File: src/logic/host_pkg.sv
// Host interface package with download and SD buffer widths and download file-type codes
package host_pkg;

    ////////////////////////////////////////////////////////////////////
    // Download stream
    ////////////////////////////////////////////////////////////////////

    localparam int ioctl_addr_w = 25;
    localparam int ioctl_data_w = 16;

    // Download index sent by the host with each file
    typedef enum logic [7:0] {
        ft_rom_gb   = 8'h01,
        ft_border   = 8'h02,
        ft_palette  = 8'h03,
        ft_bios     = 8'h40,
        ft_rom_gbc  = 8'h41,
        ft_rom_alt  = 8'h80,
        ft_cheat    = 8'hFF
    } file_type_t;

    ////////////////////////////////////////////////////////////////////
    // SD block buffer
    ////////////////////////////////////////////////////////////////////

    localparam int lba_w       = 32;
    // 256 words of 16 bits per 512-byte block
    localparam int buff_addr_w = 8;
    localparam int buff_data_w = 16;

endpackage

File: src/logic/backup_pkg.sv
// Backup RAM package with block geometry, clock-word layout and sequencer states
package backup_pkg;

    ////////////////////////////////////////////////////////////////////
    // Block geometry
    ////////////////////////////////////////////////////////////////////

    // Low part of the SD block address, compared against the RAM mask
    localparam int block_idx_w = 8;

    // Block number above the word index, zero-extended
    localparam int bk_addr_w = 17;

    ////////////////////////////////////////////////////////////////////
    // Real-time clock save block
    ////////////////////////////////////////////////////////////////////

    localparam int rtc_stamp_w = 32;
    localparam int rtc_saved_w = 48;
    localparam int rtc_word_w  = 16;

    // Words 5 and up of the clock block are unused
    localparam logic [rtc_word_w-1:0] rtc_fill_word = 16'hFFFF;

    ////////////////////////////////////////////////////////////////////
    // Block sequencer
    ////////////////////////////////////////////////////////////////////

    typedef enum logic {
        bk_idle = 1'b0,
        bk_busy = 1'b1
    } bk_state_t;

endpackage

File: src/logic/download_monitor.sv
// Download monitor that flags cartridge downloads, their end and a writable save image
module download_monitor
    import host_pkg::*;
(
    input  logic       clk_sys,
    input  logic       reset,
    input  logic       ioctl_download,
    input  file_type_t file_type,
    input  logic       img_mounted,
    input  logic       img_readonly,
    output logic       cart_download,
    output logic       download_done,
    output logic       bk_ena
);

    logic cart_download_q;
    logic is_rom;

    // Only the ROM indexes count as a cartridge download
    always_comb begin
        case (file_type)
            ft_rom_gb,
            ft_rom_gbc,
            ft_rom_alt: is_rom = 1'b1;
            default:    is_rom = 1'b0;
        endcase
    end

    assign cart_download = ioctl_download && is_rom;

    always_ff @(posedge clk_sys) begin
        if (reset) begin
            cart_download_q <= 1'b0;
            download_done   <= 1'b0;
            bk_ena          <= 1'b0;
        end else begin
            cart_download_q <= cart_download;

            // One-cycle pulse once the ROM stream has ended
            download_done <= cart_download_q && !cart_download;

            // A new ROM forgets the previous save image
            if (!cart_download_q && cart_download) begin
                bk_ena <= 1'b0;
            end

            // Host mounts the save file while the ROM is still streaming
            if (cart_download && img_mounted && !img_readonly) begin
                bk_ena <= 1'b1;
            end
        end
    end

endmodule

File: src/logic/save_tracker.sv
// Save tracker that remembers unsaved cartridge RAM writes and a pending fresh load
module save_tracker (
    input  logic clk_sys,
    input  logic reset,
    input  logic bk_ena,
    input  logic cart_has_save,
    input  logic cram_wr,
    input  logic osd_open,
    input  logic download_done,
    input  logic bk_busy,
    output logic sav_pending,
    output logic new_load
);

    logic sav_supported;

    // Cartridge has battery RAM and a writable image is mounted
    assign sav_supported = cart_has_save && bk_ena;

    always_ff @(posedge clk_sys) begin
        if (reset) begin
            sav_pending <= 1'b0;
            new_load    <= 1'b0;
        end else begin
            // Game writes while the menu is closed mark the RAM dirty
            if (cram_wr && !osd_open && sav_supported) begin
                sav_pending <= 1'b1;
            end else if (bk_busy) begin
                sav_pending <= 1'b0;
            end

            // Fresh ROM with a save file wants its backup read in
            if (download_done && sav_supported) begin
                new_load <= 1'b1;
            end else if (bk_busy) begin
                new_load <= 1'b0;
            end
        end
    end

endmodule

File: src/logic/backup_sequencer.sv
// Block sequencer that walks the SD block address for a whole backup load or save
module backup_sequencer
    import host_pkg::*;
    import backup_pkg::*;
(
    input  logic                   clk_sys,
    input  logic                   reset,
    input  logic                   bk_ena,
    input  logic                   new_load,
    input  logic                   sav_pending,
    input  logic                   load_cmd,
    input  logic                   save_cmd,
    input  logic                   autosave,
    input  logic                   osd_open,
    input  logic                   download_done,
    input  logic                   img_present,
    input  logic                   rtc_inuse,
    input  logic [block_idx_w-1:0] ram_mask,
    input  logic                   sd_ack,
    output logic [lba_w-1:0]       sd_lba,
    output logic                   sd_rd,
    output logic                   sd_wr,
    output logic                   bk_busy,
    output logic                   bk_loading
);

    bk_state_t state;

    logic load_req;
    logic save_req;
    logic load_q;
    logic save_q;
    logic ack_q;
    logic load_edge;
    logic save_edge;
    logic ack_rise;
    logic ack_fall;
    logic last_block;
    logic [block_idx_w-1:0] block_idx;

    // Menu commands, plus autosave when the menu opens on dirty RAM
    assign load_req = load_cmd || new_load;
    assign save_req = save_cmd || (sav_pending && osd_open && autosave);

    assign load_edge = load_req && !load_q;
    assign save_edge = save_req && !save_q;
    assign ack_rise  = sd_ack && !ack_q;
    assign ack_fall  = !sd_ack && ack_q;

    assign block_idx = sd_lba[block_idx_w-1:0];

    // The clock block sits one past the last RAM block
    assign last_block = rtc_inuse ? (block_idx > ram_mask) : (block_idx >= ram_mask);

    assign bk_busy = (state == backup_pkg::bk_busy);

    always_ff @(posedge clk_sys) begin
        if (reset) begin
            state      <= bk_idle;
            sd_lba     <= '0;
            sd_rd      <= 1'b0;
            sd_wr      <= 1'b0;
            bk_loading <= 1'b0;
            load_q     <= 1'b0;
            save_q     <= 1'b0;
            ack_q      <= 1'b0;
        end else begin
            load_q <= load_req;
            save_q <= save_req;
            ack_q  <= sd_ack;

            // Host has taken the request
            if (ack_rise) begin
                sd_rd <= 1'b0;
                sd_wr <= 1'b0;
            end

            case (state)
                bk_idle: begin
                    if (bk_ena && download_done && img_present) begin
                        // End of a ROM download reads the save image in
                        state      <= backup_pkg::bk_busy;
                        bk_loading <= 1'b1;
                        sd_lba     <= '0;
                        sd_rd      <= 1'b1;
                        sd_wr      <= 1'b0;
                    end else if (bk_ena && (load_edge || save_edge)) begin
                        state      <= backup_pkg::bk_busy;
                        bk_loading <= load_edge;
                        sd_lba     <= '0;
                        sd_rd      <= load_edge;
                        sd_wr      <= !load_edge;
                    end
                end
                default: begin
                    // Block finished when the host drops its acknowledge
                    if (ack_fall) begin
                        if (last_block) begin
                            state      <= bk_idle;
                            bk_loading <= 1'b0;
                        end else begin
                            sd_lba <= sd_lba + 1'b1;
                            sd_rd  <= bk_loading;
                            sd_wr  <= !bk_loading;
                        end
                    end
                end
            endcase
        end
    end

endmodule

File: src/logic/sector_router.sv
// Sector router between the SD buffer, cartridge backup RAM and the clock save words
module sector_router
    import host_pkg::*;
    import backup_pkg::*;
(
    input  logic [block_idx_w-1:0] block_idx,
    input  logic [block_idx_w-1:0] ram_mask,
    input  logic [buff_addr_w-1:0] sd_buff_addr,
    input  logic [buff_data_w-1:0] sd_buff_dout,
    input  logic                   sd_buff_wr,
    input  logic                   sd_ack,
    input  logic [buff_data_w-1:0] bk_q,
    input  logic [rtc_stamp_w-1:0] rtc_timestamp,
    input  logic [rtc_saved_w-1:0] rtc_savedtime,
    output logic [bk_addr_w-1:0]   bk_addr,
    output logic [buff_data_w-1:0] bk_data,
    output logic                   bk_wr,
    output logic                   bk_rtc_wr,
    output logic [buff_data_w-1:0] sd_buff_din
);

    logic in_ram;
    logic host_wr;

    // Blocks up to the mask hold save RAM, the next one holds the clock
    assign in_ram  = (block_idx <= ram_mask);
    assign host_wr = sd_buff_wr && sd_ack;

    assign bk_addr   = bk_addr_w'({block_idx, sd_buff_addr});
    assign bk_data   = sd_buff_dout;
    assign bk_wr     = host_wr && in_ram;
    assign bk_rtc_wr = host_wr && !in_ram;

    // Readback toward the host
    always_comb begin
        if (in_ram) begin
            sd_buff_din = bk_q;
        end else begin
            case (sd_buff_addr)
                8'd0:    sd_buff_din = rtc_timestamp[15:0];
                8'd1:    sd_buff_din = rtc_timestamp[31:16];
                8'd2:    sd_buff_din = rtc_savedtime[15:0];
                8'd3:    sd_buff_din = rtc_savedtime[31:16];
                8'd4:    sd_buff_din = rtc_savedtime[47:32];
                default: sd_buff_din = rtc_fill_word;
            endcase
        end
    end

endmodule

File: src/logic/backup_top.sv
// Backup RAM top level joining download tracking, save tracking, block sequencing and routing
module backup_top
    import host_pkg::*;
    import backup_pkg::*;
(
    input  logic                   clk_sys,
    input  logic                   reset,
    input  logic                   ioctl_download,
    input  file_type_t             file_type,
    input  logic                   img_mounted,
    input  logic                   img_readonly,
    input  logic                   img_present,
    input  logic                   cart_has_save,
    input  logic                   cram_wr,
    input  logic                   osd_open,
    input  logic                   load_cmd,
    input  logic                   save_cmd,
    input  logic                   autosave,
    input  logic                   rtc_inuse,
    input  logic [block_idx_w-1:0] ram_mask,
    input  logic                   sd_ack,
    input  logic [buff_addr_w-1:0] sd_buff_addr,
    input  logic [buff_data_w-1:0] sd_buff_dout,
    input  logic                   sd_buff_wr,
    input  logic [buff_data_w-1:0] bk_q,
    input  logic [rtc_stamp_w-1:0] rtc_timestamp,
    input  logic [rtc_saved_w-1:0] rtc_savedtime,
    output logic [lba_w-1:0]       sd_lba,
    output logic                   sd_rd,
    output logic                   sd_wr,
    output logic [buff_data_w-1:0] sd_buff_din,
    output logic [bk_addr_w-1:0]   bk_addr,
    output logic [buff_data_w-1:0] bk_data,
    output logic                   bk_wr,
    output logic                   bk_rtc_wr,
    output logic                   led_save
);

    logic download_done;
    logic bk_ena;
    logic sav_pending;
    logic new_load;
    logic bk_busy;

    ////////////////////////////////////////////////////////////////////
    // Download and dirty tracking
    ////////////////////////////////////////////////////////////////////

    download_monitor download_monitor_i (
        .clk_sys        (clk_sys),
        .reset          (reset),
        .ioctl_download (ioctl_download),
        .file_type      (file_type),
        .img_mounted    (img_mounted),
        .img_readonly   (img_readonly),
        .cart_download  (),
        .download_done  (download_done),
        .bk_ena         (bk_ena)
    );

    save_tracker save_tracker_i (
        .clk_sys       (clk_sys),
        .reset         (reset),
        .bk_ena        (bk_ena),
        .cart_has_save (cart_has_save),
        .cram_wr       (cram_wr),
        .osd_open      (osd_open),
        .download_done (download_done),
        .bk_busy       (bk_busy),
        .sav_pending   (sav_pending),
        .new_load      (new_load)
    );

    ////////////////////////////////////////////////////////////////////
    // Block transfers
    ////////////////////////////////////////////////////////////////////

    backup_sequencer backup_sequencer_i (
        .clk_sys       (clk_sys),
        .reset         (reset),
        .bk_ena        (bk_ena),
        .new_load      (new_load),
        .sav_pending   (sav_pending),
        .load_cmd      (load_cmd),
        .save_cmd      (save_cmd),
        .autosave      (autosave),
        .osd_open      (osd_open),
        .download_done (download_done),
        .img_present   (img_present),
        .rtc_inuse     (rtc_inuse),
        .ram_mask      (ram_mask),
        .sd_ack        (sd_ack),
        .sd_lba        (sd_lba),
        .sd_rd         (sd_rd),
        .sd_wr         (sd_wr),
        .bk_busy       (bk_busy),
        .bk_loading    ()
    );

    // Low byte of the block address selects the RAM block
    sector_router sector_router_i (
        .block_idx     (sd_lba[block_idx_w-1:0]),
        .ram_mask      (ram_mask),
        .sd_buff_addr  (sd_buff_addr),
        .sd_buff_dout  (sd_buff_dout),
        .sd_buff_wr    (sd_buff_wr),
        .sd_ack        (sd_ack),
        .bk_q          (bk_q),
        .rtc_timestamp (rtc_timestamp),
        .rtc_savedtime (rtc_savedtime),
        .bk_addr       (bk_addr),
        .bk_data       (bk_data),
        .bk_wr         (bk_wr),
        .bk_rtc_wr     (bk_rtc_wr),
        .sd_buff_din   (sd_buff_din)
    );

    // Lit while downloading or while RAM holds unsaved data
    assign led_save = sav_pending || ioctl_download;

endmodule

File: config.mk
export PLATFORM = sky130hd
export DESIGN_NAME = backup_top
export DESIGN_NICKNAME = d
export VERILOG_FILES = /design/src/logic/host_pkg.sv /design/src/logic/backup_pkg.sv /design/src/logic/download_monitor.sv /design/src/logic/save_tracker.sv /design/src/logic/backup_sequencer.sv /design/src/logic/sector_router.sv /design/src/logic/backup_top.sv
export SDC_FILE = /design/constraint.sdc
export NUM_CORES = 1
export LEC_CHECK = 0
export ABC_AREA = 0
export ABC_CLOCK_PERIOD_IN_PS = 3850
export BUFFER_PORTS_ARGS = -buffer_cell sky130_fd_sc_hd__buf_2
export CAP_MARGIN = 15
export CELL_PAD_IN_SITES_DETAIL_PLACEMENT = 1
export CELL_PAD_IN_SITES_GLOBAL_PLACEMENT = 1
export CORE_UTILIZATION = 31
export CTS_BUF_LIST = sky130_fd_sc_hd__clkbuf_4 sky130_fd_sc_hd__clkbuf_8 sky130_fd_sc_hd__clkbuf_16
export CTS_CLUSTER_DIAMETER = 150
export CTS_CLUSTER_SIZE = 25
export DETAILED_ROUTE_END_ITERATION = 7
export MAX_ROUTING_LAYER = met4
export PLACE_DENSITY = 0.95
export SYNTH_ARGS = -nofsm -noshare
export SYNTH_HDL_FRONTEND = slang
export SYNTH_SLANG_ARGS = --single-unit
File: constraint.sdc
create_clock -name clk_sys -period 3.85 [get_ports clk_sys]
set_input_delay 0.1925 -clock clk_sys [delete_from_list [all_inputs] [get_ports clk_sys]]
set_output_delay 0.1925 -clock clk_sys [all_outputs]
set_load 0.05 [all_outputs]
Word level (Yosys, flattened, before mapping). Cells that the tools add are included.

Bits in registers: 44. Input port bits: 151. Logic and storage cells: 107.

Add/sub/neg operators: 1. $lt $le $gt $ge: 3. Equality and inequality tests: 10. Muxes and demuxes: 36. Reductions and logical operators: 44.

Operators with widths (number): two-way mux 32 bit (5); case mux 16 bit (5 select lines) (1); adder 32 x 1 -> 32 bit (second input constant) (1); two-way mux 1 bit (29); logical AND 1 bit (21); equality test 8 x 1 -> 1 bit (second input constant) (2); equality test 8 x 2 -> 1 bit (second input constant) (2); two-way mux 16 bit (1); logical NOT 1 bit (11); equality test 8 x 3 -> 1 bit (second input constant) (1); equality test 8 x 7 -> 1 bit (second input constant) (1); equality test 8 bit (second input constant) (1); greater-or-equal comparator 8 bit (1); > comparator 8 bit (1); <= comparator 8 bit (1); logical NOT 8 bit (1); inequality test 2 bit (second input constant) (3); AND reduction 3 bit (2); nonzero test 2 bit (3); logical OR 1 bit (4); nonzero test 3 bit (1); OR reduction 3 bit (1).

Longest topological paths before layout.
Depth after elaboration: 9. Gate-level depth with buffers: 10. Depth with buffers taken out: 9.

Cells and area by module. From an unflattened synthesis, not the netlist that was laid out.

Cell total of the unflattened synthesis: 500. Area, all modules: 4058.9 µm².

Modules (own cells, without submodules): backup_sequencer (instances 1, cells each 275, area each 2311.0 µm²); sector_router (instances 1, cells each 202, area each 1496.4 µm²); download_monitor (instances 1, cells each 14, area each 168.9 µm²); save_tracker (instances 1, cells each 8, area each 76.3 µm²); backup_top (instances 1, cells each 1, area each 6.3 µm²).

Worst setup path after synthesis. No wires, ideal clock.

Kind: register -> output. From: register backup_sequencer_i.sd_lba[0]. To: output port sd_buff_din[12]. Arrival time: 2.917 ns. Required time: 3.658 ns. Slack: 0.740 ns. Cell stages (with the launch flop): 11. Buffers on the path: 1. Path through: dfxtp_1 -> inv_1 -> ha_1 -> nor2b_4 -> o211ai_4 -> a21oi_4 -> nor2_1 -> nor2_1 -> clkbuf_1 -> nor2_1 -> a31oi_1.

Cells in the longest elaborated chain, start to end: 2.

Ends and longest elaborated chain: from (decl) (line backup_sequencer.sv:20) `output logic [lba_w-1:0] sd_lba,`; from (signal assigned) (line backup_sequencer.sv:102) `sd_lba <= sd_lba + 1'b1;`; <= comparator 8 bit (line sector_router.sv:26) `assign in_ram = (block_idx <= ram_mask);`; two-way mux 16 bit (line sector_router.sv:36) `if (in_ram) begin`; to (decl) (line backup_top.sv:31) `output logic [buff_data_w-1:0] sd_buff_din,`.

Every way passes these cells.

Final worst setup path.
From: register backup_sequencer_i.sd_lba[7]. To: output port sd_buff_din[14].

The elaborated chain is that of the path after synthesis.

==> impl_results.md <==
- Actual slew at the worst max-slew pin: ~1.0 ns
- Hold_ws: between 0.1 and 0.15 ns
- Critical Path Fanout Max: 33
- Clock buffer depth: 2
- Maxcap violations: 0
- Worst Hold Class: input port to flip-flop
- Post-CTS Setup Inserts: 0
- Area after DPL: 4514 um^2
- Port Buffer Count: just over 200
- Yosys warns: 0
- Critical Path RT: 3.66 ns
- Number of cells upsized or downsized after cts: 0
- Top-area cell type share of the netlist area: 0.2406
- FMAX: approximately 0.34 GHz
- Routed Wire Length: 14.74 mm
- Clk pwr share: 0.424
- Hold Buf Count CTS: 0
- Ranking of synthesized cells by area: dfxtp_1, buf_4, nand2_1
- Switching fraction of total power: 0.2713
- Post-route DRC: 0
- Rel. slew slack: 0.2993
- P_int: just under 0.9 mW
- Antenna violations before repair: 0
- Rows: 39
- Routed vias/inst: 5.561
- # diodes: 0
- Post-layout nets: 788
- LEAKAGE: between 2 and 2.5 nW
- CP Capture Type: output port
- Initial Utilization: 0.3193
- Initial DRC Count: around 140
- Synth area leader: dfxtp_1
- Cells after Synth: between 400 and 500
- Root Driver: clkbuf_16
- Number of synthesized flops with an enable pin: 0
- Number of global-route vias before repair: 4679
- Reg clk slew, reported paths: ~0.070 ns
- Clock skew: approximately 0.0096 ns
- Largest net degree at the start of global routing: 40
- CTS buffer count: 5
- Die height: 110.7 um
- Combinational Power Share: 0.197
- Worst setup path class: flip-flop to output port
- WL/cell: 19.09 um
- Global-route wire length before repair: between 20 and 25 mm
- TritonRoute pass-1 iters: 4
- Overall power after layout: between 1 and 1.5 mW
- CTS Sinks: between 40 and 50
- Vias: roughly 4300
- Die X: 110.7 um
- Worst Setup Slack post-DPL: 1.207 ns
- Final instance area: 4692 um^2
- Antenna Nets Post-Route: 0
- Switching power: roughly 0.33 mW
- GP Congestion: approximately 0.95
- Slew Limit Fails: 0
- Die ar.: 12250 um^2
- I/O pin total: 237
- Synth Flop Type: dfxtp_1
- Sequential area share after synthesis: 0.2406
- Final core utilization: 0.4092
- Core Area: ~11000 um^2
- Seq pwr share: 0.379
- Status: complete, no violations
- Fin crit share: 0.7586
- Tmin final: 2.921 ns
- RSZ-0062 raised after global routing: false
- Area grow syn2layout: 28.16%
- Final worst-path setup slack: between 0.9 and 1 ns
- Pwr dens: roughly 260 nW/um^2
- Final setup viols: 0
- Syn_nets: about 630
- Yosys reg bits: 44
- All-Layer GR Usage: 0.2410
- DP HPWL: roughly 12 mm
- Sum Neg Setup Slack: 0 ns
- Worst skew pair latency: about 0.3 ns
- Total gr overflow: 0
- Ys async rst share: 0
- Post-synth design cell area: roughly 3700 um^2
- Final Non-Filler Cells: ~770
- Avg Cell Area, Syn: approximately 7.8 um^2
- FF-to-FF setup slack: roughly 1.2 ns
- Yosys cell types: 68
- H-Tree Depth: 2
- Worst setup SP type: flip-flop
- Number of failing hold endpoints at the final stage: 0
- Peak supply drop: between 0.1 and 0.15 mV
- Cells after DPL: 764
- CTS tree: done
- Share of layout cells above drive strength 1: 0.4134
- Arr. time, crit path: about 2.7 ns
## synthesized netlist by cell type (4+ instances only)
cell	number
nand2b_1	4
buf_2	8
a311oi_1	7
nor3_1	6
nor4_2	4
inv_1	11
xnor2_1	5
nor2b_1	5
clkbuf_1	13
buf_4	36
nor2_1	50
dfxtp_1	44
o21ai_0	22
a21oi_1	33
nand2_1	58
nand3b_1	4
nand3_1	10
or4_1	5
a22o_1	16
mux2_2	16
ha_1	9
a31oi_1	21
and3_1	5
a221oi_1	18
nand4_1	8
## kinds of logic after synthesis
kind of cell,share of synthesized area
and+or+nand+nor,0.2690
AOI/OAI and AO/OA,0.2785
buffers and inverters,0.1165
DFF,0.2406
muxes,0.04921
adders and majority gates,0.03076
xor gates and xnor gates,0.01435
other,0.001024
## power groups by stage
stage          sequential (mW)  combinational (mW)  clock (mW)
6_report                 0.458               0.238       0.512
3_5_place_dp             0.469               0.238           0
5_1_grt                  0.458               0.254       0.531
3_3_place_gp             0.468               0.233           0
2_1_floorplan            0.468               0.185           0
4_1_cts                  0.458               0.240       0.516
## final timing paths
| path | from | to | depth (start not counted) |
|---|---|---|---|
| worst min register to register | save_tracker_i.sav_pending | save_tracker_i.sav_pending | 2 |
| worst min-delay path | load_cmd | backup_sequencer_i.load_q | 3 |
| worst max register to register | backup_sequencer_i.sd_lba[1] | backup_sequencer_i.sd_lba[28] | 6 |
| worst max-delay path | backup_sequencer_i.sd_lba[7] | sd_buff_din[14] | 9 |
## area by class of cell
class                           count  area (um^2)
Fill cell                        1467         6775
Multi-Input combinational cell    357         2356
Timing Repair Buffer              208         1054
Sequential cell                    44        880.8
Tap cell                          143        178.9
Clock buffer                        6        138.9
Inverter                           12        45.04
Clock inverter                      2        38.79
## flip-flops by register name, summed over array words and instances, names as in the netlist
register,count
backup_sequencer_i.ack_q,1
backup_sequencer_i.bk_busy,1
backup_sequencer_i.bk_loading,1
backup_sequencer_i.load_q,1
backup_sequencer_i.save_q,1
backup_sequencer_i.sd_lba,32
backup_sequencer_i.sd_rd,1
backup_sequencer_i.sd_wr,1
download_monitor_i.bk_ena,1
download_monitor_i.cart_download_q,1
download_monitor_i.download_done,1
save_tracker_i.new_load,1
save_tracker_i.sav_pending,1
## metal layers
layer,global-route usage,wire length (um)
met2,0.4720,8190
met1,0.2357,5354
met5,-,0
met3,0.03499,762
met4,0.09422,434
## worst max-delay path: stages, from the launching register on
cell and delay [ns]:
dfxtp_1 0.42, ha_1 0.38, nand4_2 0.16, a21oi_4 0.29, nor2_1 0.13, nor2_2 0.10
buf_4 0.31, nor2_1 0.14, a31oi_1 0.19, buf_2 0.30
## cell usage in the layout, fill, tap and decap left out, drive strengths merged, types with 10 or more instances in the layout
| master | n |
|---|---|
| a21oi | 34 |
| a221oi | 18 |
| a22o | 16 |
| a31oi | 21 |
| buf | 208 |
| dfxtp | 44 |
| inv | 12 |
| mux2 | 16 |
| nand2 | 60 |
| nand3 | 10 |
| nor2 | 53 |
| o21ai | 25 |
Note: power is estimated with default switching activity, not from simulation.
